[config.mk]
export PLATFORM = sky130hd
export DESIGN_NAME = blimp_v1
export DESIGN_NICKNAME = d
export VERILOG_FILES = /design/src/rtl/blimp_pkg.sv /design/src/rtl/blimp_fetch.sv /design/src/rtl/blimp_regfile.sv /design/src/rtl/blimp_decode_issue.sv /design/src/rtl/blimp_mul_unit.sv /design/src/rtl/blimp_writeback.sv /design/src/rtl/blimp_v1.sv
export SDC_FILE = /design/constraint.sdc
export NUM_CORES = 2
export LEC_CHECK = 0
export CAP_MARGIN = 0
export CELL_PAD_IN_SITES_DETAIL_PLACEMENT = 1
export CELL_PAD_IN_SITES_GLOBAL_PLACEMENT = 1
export CORE_ASPECT_RATIO = 1.2
export CORE_MARGIN = 10
export CORE_UTILIZATION = 30
export DETAILED_ROUTE_END_ITERATION = 16
export DONT_BUFFER_PORTS = 1
export GPL_ROUTABILITY_DRIVEN = 0
export HOLD_SLACK_MARGIN = 0.12
export PLACE_DENSITY = 0.48
export SETUP_SLACK_MARGIN = 0.3
export SLEW_MARGIN = 10
export SYNTH_ARGS = -nofsm -noshare
export SYNTH_HDL_FRONTEND = slang
export SYNTH_SLANG_ARGS = --single-unit
[constraint.sdc]
create_clock -name clk -period 10.4 [get_ports clk]
set_input_delay 2.08 -clock clk [delete_from_list [all_inputs] [get_ports clk]]
set_output_delay 2.08 -clock clk [all_outputs]
set_load 0.03 [all_outputs]
[src/rtl/blimp_pkg.sv]
// ----------------------------------------
// Shared widths, types and message structs
// Opcode constants and multiplier FSM enum
// ----------------------------------------
package blimp_pkg;

  // ----------------------------------------
  // Widths and sizes
  // ----------------------------------------
  localparam int XLEN_W     = 32;
  localparam int OPAQ_W     = 8;
  localparam int NUM_REGS   = 32;
  localparam int REG_IDX_W  = $clog2(NUM_REGS);
  localparam int MUL_CYCLES = 32;

  // Plain vector types
  typedef logic [XLEN_W-1:0]             word_t;
  typedef logic [REG_IDX_W-1:0]          reg_idx_t;
  typedef logic [OPAQ_W-1:0]             opaq_t;
  typedef logic [$clog2(MUL_CYCLES)-1:0] mul_cnt_t;

  // First fetch address and fetch stride
  localparam word_t RESET_PC   = 32'h0000_0000;
  localparam word_t INST_BYTES = 32'd4;

  // ----------------------------------------
  // Encodings
  // ----------------------------------------
  localparam logic [6:0] OPC_OP     = 7'b0110011;
  localparam logic [6:0] OPC_OP_IMM = 7'b0010011;
  localparam logic [2:0] F3_ADD     = 3'b000;
  localparam logic [6:0] F7_ADD     = 7'b0000000;
  localparam logic [6:0] F7_MUL     = 7'b0000001;

  // ----------------------------------------
  // Messages
  // ----------------------------------------
  // Fetch request, tag travels back in the response
  typedef struct packed {
    opaq_t opaque;
    word_t addr;
  } mem_req_t;

  typedef struct packed {
    opaq_t opaque;
    word_t data;
  } mem_resp_t;

  // One retired instruction
  typedef struct packed {
    word_t    pc;
    reg_idx_t waddr;
    word_t    wdata;
    logic     wen;
  } inst_trace_t;

  // Decoded instruction with its operands
  typedef struct packed {
    word_t    pc;
    reg_idx_t waddr;
    logic     wen;
    word_t    op_a;
    word_t    op_b;
    logic     is_mul;
  } issue_t;

  // Multiplier FSM
  typedef enum logic [1:0] {
    MUL_IDLE = 2'd0,
    MUL_BUSY = 2'd1,
    MUL_DONE = 2'd2
  } mul_state_e;

endpackage

[src/rtl/blimp_fetch.sv]
`timescale 1ns/100ps
// ----------------------------------------
// Fetch unit with tagged memory requests
// Two-slot buffer restores program order
// ----------------------------------------
module blimp_fetch (
  input  logic                 clk,
  input  logic                 rst_n,
  // Instruction memory request
  output logic                 mem_req_val,
  input  logic                 mem_req_rdy,
  output blimp_pkg::mem_req_t  mem_req,
  // Instruction memory response
  input  logic                 mem_resp_val,
  output logic                 mem_resp_rdy,
  input  blimp_pkg::mem_resp_t mem_resp,
  // To decode
  output logic                 inst_val,
  input  logic                 inst_rdy,
  output blimp_pkg::word_t     inst_pc,
  output blimp_pkg::word_t     inst_word
);

  // Low through reset, high from the first cycle after it
  logic             fetch_en;
  blimp_pkg::word_t next_pc;
  blimp_pkg::opaq_t next_tag;
  // Slot allocated at request, filled at response
  logic [1:0]       slot_busy;
  logic [1:0]       slot_full;
  logic             head;
  blimp_pkg::word_t slot_pc   [2];
  blimp_pkg::word_t slot_data [2];
  logic             req_slot;
  logic             resp_slot;
  logic             req_fire;
  logic             resp_fire;
  logic             inst_fire;

  // Tag bit 0 picks the slot
  assign req_slot  = next_tag[0];
  assign resp_slot = mem_resp.opaque[0];

  // Slot for next tag frees only in order, so valid holds once raised
  assign mem_req_val    = fetch_en && !slot_busy[req_slot];
  assign mem_req.opaque = next_tag;
  assign mem_req.addr   = next_pc;

  // Every outstanding tag owns a slot
  assign mem_resp_rdy = fetch_en;

  // Oldest slot goes to decode
  assign inst_val  = slot_full[head];
  assign inst_pc   = slot_pc[head];
  assign inst_word = slot_data[head];

  assign req_fire  = mem_req_val && mem_req_rdy;
  assign resp_fire = mem_resp_val && mem_resp_rdy;
  assign inst_fire = inst_val && inst_rdy;

  // ----------------------------------------
  // Control state
  // ----------------------------------------
  always_ff @(posedge clk) begin
    if (!rst_n) begin
      fetch_en  <= 1'b0;
      next_pc   <= blimp_pkg::RESET_PC;
      next_tag  <= '0;
      slot_busy <= '0;
      slot_full <= '0;
      head      <= 1'b0;
    end else begin
      fetch_en <= 1'b1;
      if (req_fire) begin
        next_pc  <= next_pc + blimp_pkg::INST_BYTES;
        next_tag <= next_tag + 1'b1;
      end
      // Head slot released on delivery
      if (inst_fire) begin
        slot_busy[head] <= 1'b0;
        slot_full[head] <= 1'b0;
        head            <= ~head;
      end
      // Never the head slot when both fire
      if (req_fire) begin
        slot_busy[req_slot] <= 1'b1;
      end
      if (resp_fire) begin
        slot_full[resp_slot] <= 1'b1;
      end
    end
  end

  // Slot payload
  always_ff @(posedge clk) begin
    if (req_fire) begin
      slot_pc[req_slot] <= next_pc;
    end
    if (resp_fire) begin
      slot_data[resp_slot] <= mem_resp.data;
    end
  end

endmodule

[src/rtl/blimp_regfile.sv]
`timescale 1ns/100ps
// ----------------------------------------
// Register file, 2 read and 1 write port
// x0 reads zero, writes bypass to reads
// ----------------------------------------
module blimp_regfile (
  input  logic                clk,
  input  logic                rst_n,
  input  blimp_pkg::reg_idx_t raddr0,
  output blimp_pkg::word_t    rdata0,
  input  blimp_pkg::reg_idx_t raddr1,
  output blimp_pkg::word_t    rdata1,
  input  logic                wen,
  input  blimp_pkg::reg_idx_t waddr,
  input  blimp_pkg::word_t    wdata
);

  blimp_pkg::word_t regs [blimp_pkg::NUM_REGS];
  logic             wr_live;

  // x0 writes dropped
  assign wr_live = wen && (waddr != '0);

  always_ff @(posedge clk) begin
    if (!rst_n) begin
      for (int i = 0; i < blimp_pkg::NUM_REGS; i++) begin
        regs[i] <= '0;
      end
    end else if (wr_live) begin
      regs[waddr] <= wdata;
    end
  end

  // Same-cycle write wins over the stored value
  function automatic blimp_pkg::word_t read_port(input blimp_pkg::reg_idx_t raddr);
    if (wr_live && (raddr == waddr)) begin
      return wdata;
    end
    return regs[raddr];
  endfunction

  assign rdata0 = read_port(raddr0);
  assign rdata1 = read_port(raddr1);

endmodule

[src/rtl/blimp_decode_issue.sv]
`timescale 1ns/100ps
// ----------------------------------------
// Decode and issue for addi, add and mul
// Stalls while the multiplier is working
// ----------------------------------------
module blimp_decode_issue (
  input  logic                clk,
  input  logic                rst_n,
  // From fetch
  input  logic                inst_val,
  output logic                inst_rdy,
  input  blimp_pkg::word_t    inst_pc,
  input  blimp_pkg::word_t    inst_word,
  // Register file reads
  output blimp_pkg::reg_idx_t raddr0,
  output blimp_pkg::reg_idx_t raddr1,
  input  blimp_pkg::word_t    rdata0,
  input  blimp_pkg::word_t    rdata1,
  // Dispatch
  input  logic                mul_busy,
  output logic                issue_val,
  output logic                mul_start,
  output blimp_pkg::issue_t   issue
);

  // Instruction fields
  logic [6:0]          opcode;
  logic [2:0]          funct3;
  logic [6:0]          funct7;
  blimp_pkg::reg_idx_t rd;
  blimp_pkg::reg_idx_t rs1;
  blimp_pkg::reg_idx_t rs2;
  blimp_pkg::word_t    imm_i;
  // Classification
  logic                is_add;
  logic                is_addi;
  logic                is_mul;
  logic                fire;
  // Multiplier was busy last cycle
  logic                mul_busy_q;

  // ----------------------------------------
  // Field split
  // ----------------------------------------
  assign opcode = inst_word[6:0];
  assign rd     = inst_word[11:7];
  assign funct3 = inst_word[14:12];
  assign rs1    = inst_word[19:15];
  assign rs2    = inst_word[24:20];
  assign funct7 = inst_word[31:25];

  // I-type immediate, sign extended
  assign imm_i = {{20{inst_word[31]}}, inst_word[31:20]};

  assign is_add  = (opcode == blimp_pkg::OPC_OP) && (funct3 == blimp_pkg::F3_ADD)
                   && (funct7 == blimp_pkg::F7_ADD);
  assign is_mul  = (opcode == blimp_pkg::OPC_OP) && (funct3 == blimp_pkg::F3_ADD)
                   && (funct7 == blimp_pkg::F7_MUL);
  assign is_addi = (opcode == blimp_pkg::OPC_OP_IMM) && (funct3 == blimp_pkg::F3_ADD);

  // Operand reads
  assign raddr0 = rs1;
  assign raddr1 = rs2;

  // ----------------------------------------
  // Issue message
  // ----------------------------------------
  // Unknown words retire with wen low
  assign issue.pc     = inst_pc;
  assign issue.waddr  = rd;
  assign issue.wen    = is_add || is_addi || is_mul;
  assign issue.op_a   = rdata0;
  assign issue.op_b   = is_addi ? imm_i : rdata1;
  assign issue.is_mul = is_mul;

  // Multiplier result retires the cycle after busy drops,
  // so hold off one more cycle to keep writeback single source
  assign inst_rdy = !mul_busy && !mul_busy_q;
  assign fire     = inst_val && inst_rdy;

  // One-cycle pulses, adder path or multiplier
  assign issue_val = fire && !issue.is_mul;
  assign mul_start = fire && issue.is_mul;

  always_ff @(posedge clk) begin
    if (!rst_n) begin
      mul_busy_q <= 1'b0;
    end else begin
      mul_busy_q <= mul_busy;
    end
  end

endmodule

[src/rtl/blimp_mul_unit.sv]
`timescale 1ns/100ps
// ----------------------------------------
// Iterative shift-add multiplier, low word
// ----------------------------------------
module blimp_mul_unit (
  input  logic              clk,
  input  logic              rst_n,
  input  logic              mul_start,
  input  blimp_pkg::issue_t issue,
  output logic              mul_busy,
  output logic              mul_done,
  output blimp_pkg::word_t  mul_result,
  output blimp_pkg::issue_t mul_issue
);

  blimp_pkg::mul_state_e state;
  blimp_pkg::mul_cnt_t   cnt;
  // Datapath registers
  blimp_pkg::word_t      mcand;
  blimp_pkg::word_t      mplier;
  blimp_pkg::word_t      acc;
  blimp_pkg::issue_t     held;
  logic                  load;

  assign load = (state == blimp_pkg::MUL_IDLE) && mul_start;

  // ----------------------------------------
  // FSM
  // ----------------------------------------
  // Load cycle does step 0, BUSY does the remaining MUL_CYCLES-1
  always_ff @(posedge clk) begin
    if (!rst_n) begin
      state <= blimp_pkg::MUL_IDLE;
      cnt   <= '0;
    end else begin
      case (state)
        blimp_pkg::MUL_IDLE: begin
          if (mul_start) begin
            state <= blimp_pkg::MUL_BUSY;
            cnt   <= blimp_pkg::mul_cnt_t'(1);
          end
        end
        blimp_pkg::MUL_BUSY: begin
          cnt <= cnt + 1'b1;
          if (cnt == blimp_pkg::mul_cnt_t'(blimp_pkg::MUL_CYCLES - 1)) begin
            state <= blimp_pkg::MUL_DONE;
          end
        end
        blimp_pkg::MUL_DONE: begin
          state <= blimp_pkg::MUL_IDLE;
        end
        default: begin
          state <= blimp_pkg::MUL_IDLE;
        end
      endcase
    end
  end

  // ----------------------------------------
  // Shift-add datapath
  // ----------------------------------------
  always_ff @(posedge clk) begin
    if (load) begin
      // Bit 0 of op_b handled here
      acc    <= issue.op_b[0] ? issue.op_a : '0;
      mcand  <= issue.op_a << 1;
      mplier <= issue.op_b >> 1;
      held   <= issue;
    end else if (state == blimp_pkg::MUL_BUSY) begin
      acc    <= acc + (mplier[0] ? mcand : '0);
      mcand  <= mcand << 1;
      mplier <= mplier >> 1;
    end
  end

  // Upper product bits shift out and are dropped
  assign mul_busy   = (state == blimp_pkg::MUL_BUSY);
  assign mul_done   = (state == blimp_pkg::MUL_DONE);
  assign mul_result = acc;
  assign mul_issue  = held;

endmodule

[src/rtl/blimp_writeback.sv]
`timescale 1ns/100ps
// ----------------------------------------
// Writeback and instruction trace output
// ----------------------------------------
module blimp_writeback (
  input  logic                   clk,
  input  logic                   rst_n,
  // Adder path
  input  logic                   issue_val,
  input  blimp_pkg::issue_t      issue,
  // Multiplier path
  input  logic                   mul_done,
  input  blimp_pkg::issue_t      mul_issue,
  input  blimp_pkg::word_t       mul_result,
  // Register file write
  output logic                   rf_wen,
  output blimp_pkg::reg_idx_t    rf_waddr,
  output blimp_pkg::word_t       rf_wdata,
  // Trace
  output logic                   trace_val,
  output blimp_pkg::inst_trace_t trace
);

  logic              res_val;
  blimp_pkg::issue_t res_issue;
  blimp_pkg::word_t  res_data;

  // Decode stall keeps the two sources apart
  assign res_val   = issue_val || mul_done;
  assign res_issue = mul_done ? mul_issue : issue;
  assign res_data  = mul_done ? mul_result : (issue.op_a + issue.op_b);

  always_ff @(posedge clk) begin
    if (!rst_n) begin
      trace_val <= 1'b0;
    end else begin
      trace_val <= res_val;
    end
  end

  // Trace keeps the computed value and wen, even for x0
  always_ff @(posedge clk) begin
    if (res_val) begin
      trace.pc    <= res_issue.pc;
      trace.waddr <= res_issue.waddr;
      trace.wdata <= res_data;
      trace.wen   <= res_issue.wen;
    end
  end

  // Register write follows the registered trace
  // Regfile bypass serves the instruction issuing now
  // No write to x0
  assign rf_wen   = trace_val && trace.wen && (trace.waddr != '0);
  assign rf_waddr = trace.waddr;
  assign rf_wdata = trace.wdata;

endmodule

[src/rtl/blimp_v1.sv]
`timescale 1ns/100ps
// ----------------------------------------
// Core top, fetch through writeback
// ----------------------------------------
module blimp_v1 (
  input  logic                   clk,
  input  logic                   rst_n,
  // Instruction memory
  output logic                   mem_req_val,
  input  logic                   mem_req_rdy,
  output blimp_pkg::mem_req_t    mem_req,
  input  logic                   mem_resp_val,
  output logic                   mem_resp_rdy,
  input  blimp_pkg::mem_resp_t   mem_resp,
  // Retire trace
  output logic                   trace_val,
  output blimp_pkg::inst_trace_t trace
);

  // Fetch to decode
  logic                inst_val;
  logic                inst_rdy;
  blimp_pkg::word_t    inst_pc;
  blimp_pkg::word_t    inst_word;
  // Register file
  blimp_pkg::reg_idx_t raddr0;
  blimp_pkg::reg_idx_t raddr1;
  blimp_pkg::word_t    rdata0;
  blimp_pkg::word_t    rdata1;
  logic                rf_wen;
  blimp_pkg::reg_idx_t rf_waddr;
  blimp_pkg::word_t    rf_wdata;
  // Issue and multiplier
  logic                issue_val;
  logic                mul_start;
  blimp_pkg::issue_t   issue;
  logic                mul_busy;
  logic                mul_done;
  blimp_pkg::word_t    mul_result;
  blimp_pkg::issue_t   mul_issue;

  blimp_fetch u_fetch (
    .clk          (clk),
    .rst_n        (rst_n),
    .mem_req_val  (mem_req_val),
    .mem_req_rdy  (mem_req_rdy),
    .mem_req      (mem_req),
    .mem_resp_val (mem_resp_val),
    .mem_resp_rdy (mem_resp_rdy),
    .mem_resp     (mem_resp),
    .inst_val     (inst_val),
    .inst_rdy     (inst_rdy),
    .inst_pc      (inst_pc),
    .inst_word    (inst_word)
  );

  blimp_decode_issue u_decode_issue (
    .clk       (clk),
    .rst_n     (rst_n),
    .inst_val  (inst_val),
    .inst_rdy  (inst_rdy),
    .inst_pc   (inst_pc),
    .inst_word (inst_word),
    .raddr0    (raddr0),
    .raddr1    (raddr1),
    .rdata0    (rdata0),
    .rdata1    (rdata1),
    .mul_busy  (mul_busy),
    .issue_val (issue_val),
    .mul_start (mul_start),
    .issue     (issue)
  );

  blimp_regfile u_regfile (
    .clk    (clk),
    .rst_n  (rst_n),
    .raddr0 (raddr0),
    .rdata0 (rdata0),
    .raddr1 (raddr1),
    .rdata1 (rdata1),
    .wen    (rf_wen),
    .waddr  (rf_waddr),
    .wdata  (rf_wdata)
  );

  blimp_mul_unit u_mul_unit (
    .clk        (clk),
    .rst_n      (rst_n),
    .mul_start  (mul_start),
    .issue      (issue),
    .mul_busy   (mul_busy),
    .mul_done   (mul_done),
    .mul_result (mul_result),
    .mul_issue  (mul_issue)
  );

  blimp_writeback u_writeback (
    .clk        (clk),
    .rst_n      (rst_n),
    .issue_val  (issue_val),
    .issue      (issue),
    .mul_done   (mul_done),
    .mul_issue  (mul_issue),
    .mul_result (mul_result),
    .rf_wen     (rf_wen),
    .rf_waddr   (rf_waddr),
    .rf_wdata   (rf_wdata),
    .trace_val  (trace_val),
    .trace      (trace)
  );

endmodule

==> key figures <==
Outcome
  • Status: finished, final reports clean

Global route
  • Tot GR Track Use: 20.2%
  • Vias in the first global route: ~50000
  • Gr ovfl total: 0
  • Initial antenna violation count: 10
  • First-pass GRT wire length: slightly below 400 mm
  • Pin count of the biggest net entering global routing: 90

STA
  • Slew Limit Fails: 0
  • Layout Skew: 0.0539 ns
  • Final period util: 74.7%
  • Total negative slack: 0 ns
  • Worst hold margin: 0.462 ns
  • Final Worst Setup Slack: 2.63 ns
  • Minimum clock period: 7.77 ns
  • Fin. Hold Viols: 0
  • Slew HR: about an eighth
  • RSZ-0062 raised after global routing: no
  • Worst-margin pin slew: 1.30 ns
  • Setup violators final: 0
  • FMAX: about 0.13 GHz

Synth
  • Mean Syn Cell Area: ~13 sq um
  • Async S/R FF share, synth: 0%
  • Post-synth EDFFs: 1346
  • Synth warnings: 0
  • Mapped Area: roughly 74000 sq um
  • Top post-synthesis cells by area: edfxtp_1 55%, mux4_2 15%, and2_1 8.2%
  • Seq cells post-synth: 1400
  • Area share of the leading cell type in the synthesized netlist: between 50% and 60%
  • Synth Flop Type: edfxtp_1
  • Cells after synthesis: approximately 5700
  • Count leader, synth: edfxtp_1
  • Top cells by count, synth: 1346 x edfxtp_1, 970 x and2_1, 701 x nand2_1
  • Count of different cell masters after synthesis: 79
  • Area leader, netlist: edfxtp_1
  • Seq/Total Area, Yosys: 56.2%

Worst hold path
  • Tightest Hold Check Type: reg -> reg

Layout
  • Finished Layout Cells: 8894
  • Finished Core Util: 33.8%
  • Final instance area: around 83000 sq um
  • Layout cells sized above 1: 18.3%
  • Nets: about 5700
  • Syn-to-layout area delta: 12.1%

Clock tree
  • CTS buffer count: 169
  • Worst-Skew Late Latency: approximately 0.86 ns
  • Sink Count: 1400
  • Root Driver: clkbuf_16
  • Hold buffer count at CTS: 0
  • H-tree depth: 4
  • Worst-path clk slew: 0.06 ns
  • Post-CTS setup repair buffer count: 0
  • Clock Path Buffers: 4
  • Gates resized, CTS repair: 0
  • CTS tree: done

Place
  • Dpl hpwl: 175 mm
  • IO Port Bufs: 0
  • Cell Count Post-Placement: approximately 8600
  • Post-placement cell area: 77700 sq um
  • Pre-CTS setup slack: 2.48 ns

Die
  • Die Wd: 473 um
  • I/O pins: approximately 160
  • Row cnt: 199
  • Area of the core: 245000 sq um
  • Initial core utilization: around 30%
  • Full die area: 267000 sq um
  • Chip height: between 500 and 600 um

Critical path
  • Worst path required time: 10.93 ns
  • Worst EP arrival: 8.30 ns
  • CP startpoint kind: flop
  • CP Class: reg -> reg
  • CP Capture Type: flop
  • Worst-path fanout max: 61

Detailed routing
  • Drt wl/cell: 31.1 um
  • Vias: 48700
  • Average via count per standard cell: 5.47
  • Residual DRC: 0
  • DRT antenna net count: 0
  • Post-Route WL: about 280 mm
  • DRT Pass-1 Iters: 6
  • Initial DRC count: ~4600

Flow run
  • Max-Cap Viols: 0

Pwr
  • Worst VDD drop: roughly 0.12 mV
  • Leakage power: 29.1 nW
  • PwrDens: between 150 and 200 nW/um^2
  • Power consumption: 13.7 mW
==> cell families (layout without fill, tap and decap cells) <==
family                     count (synthesis)  in the layout  synth area share [%]
adders and majority gates                 67             67                  1.16
buffers and inverters                    549            488                  3.39
muxes                                    592            592                  16.6
DFF                                     1400           1400                  56.2
xor gates and xnor gates                  79             79                 0.937
other                                      1             39               0.00508
AOI/OAI and AO/OA                        526            526                  4.62
and+or+nand+nor                         2487           2487                  17.1
==> power by group <==
group          internal (mW)  total, mW  switching, mW
clock                   3.18       5.62           2.45
sequential              6.37       6.47          0.110
combinational          0.541       1.59           1.05
==> metal layers <==
layer	track usage [%]	part of all wire (%)	routed length (um)	vias to the layer above
met3	2.41	4.6	12700	333
met4	4.55	2.3	6270	2
met2	35.0	50	138000	1384
li1	-	-	-	20800
met1	27.0	43	120000	26200
met5	0	0.0043	12	-
==> layout make-up <==
type                    instances  area, sq um
multi-input cells            3787        30700
repair buffers                165         1430
well taps                    3216         4020
clock inverters                82          551
flip-flops and latches       1400        41500
clock buffers                 208         4470
inverters                      33          131
diodes                          3         7.51
fillers                     25900       162000
==> final timing paths <==
kind / startpoint / end / slack, ns / depth (start not counted)
hold / removal: u_mul_unit.cnt[3] / u_mul_unit.cnt[3] / 0.46 / 1
setup / recovery: flop / u_writeback.rf_wdata[30] / 2.63 / 22
setup reg to reg: flop / u_writeback.rf_wdata[30] / 2.63 / 22
hold reg to reg: u_mul_unit.cnt[3] / u_mul_unit.cnt[3] / 0.46 / 1
==> worst max-delay path, cell delays in order (launching register included) <==
cell      delay, ns
dfxtp_4        0.68
buf_4          0.67
mux2i_4        1.04
xnor2_1        0.20
nor4_1         0.10
o21ai_4        0.14
buf_4          0.58
or3_1          0.19
o21ai_1        0.09
a31oi_4        0.17
buf_4          0.43
ha_1           0.27
inv_1          0.08
fa_1           0.47
nor2b_1        0.12
o21ai_0        0.10
a21boi_0       0.36
o31ai_1        0.24
a21oi_1        0.56
o21ai_1        0.26
a311oi_1       0.41
o21a_1         0.15
o31ai_1        0.07
==> flip-flops by register name, summed over array words and instances, names as in the netlist, 8 cells and up, named ones only <==
name / cells
u_mul_unit.mplier: 31
u_mul_unit.mul_issue: 36
u_writeback.trace: 31
u_mul_unit.mul_result: 32
u_regfile.regs: 1024
u_writeback.rf_wdata: 32
u_mul_unit.mcand: 31
u_fetch.next_tag: 8
u_fetch.slot_data: 64
u_fetch.next_pc: 30
u_fetch.slot_pc: 60
==> layout by cell type (no fill, tap or decap), types with 32 or more instances in the layout <==
master	netlist	layout
a21o_1	40	40
a21oi_1	130	130
a311oi_1	65	65
a31oi_1	68	68
and2_1	970	969
and3_1	84	83
buf_4	45	150
clkbuf_1	342	33
clkbuf_16	0	172
clkinv_1	0	41
conb_1	1	36
dfxtp_1	54	53
edfxtp_1	1346	1346
ha_1	65	65
mux2_2	51	48
mux4_2	499	499
nand2_1	701	695
nand3_1	188	187
nor2_1	366	333
nor3_1	73	73
o21ai_0	95	64
o21ai_4	0	32
xnor2_1	35	35
xor2_1	44	44
(Power assumes the default switching activity.)
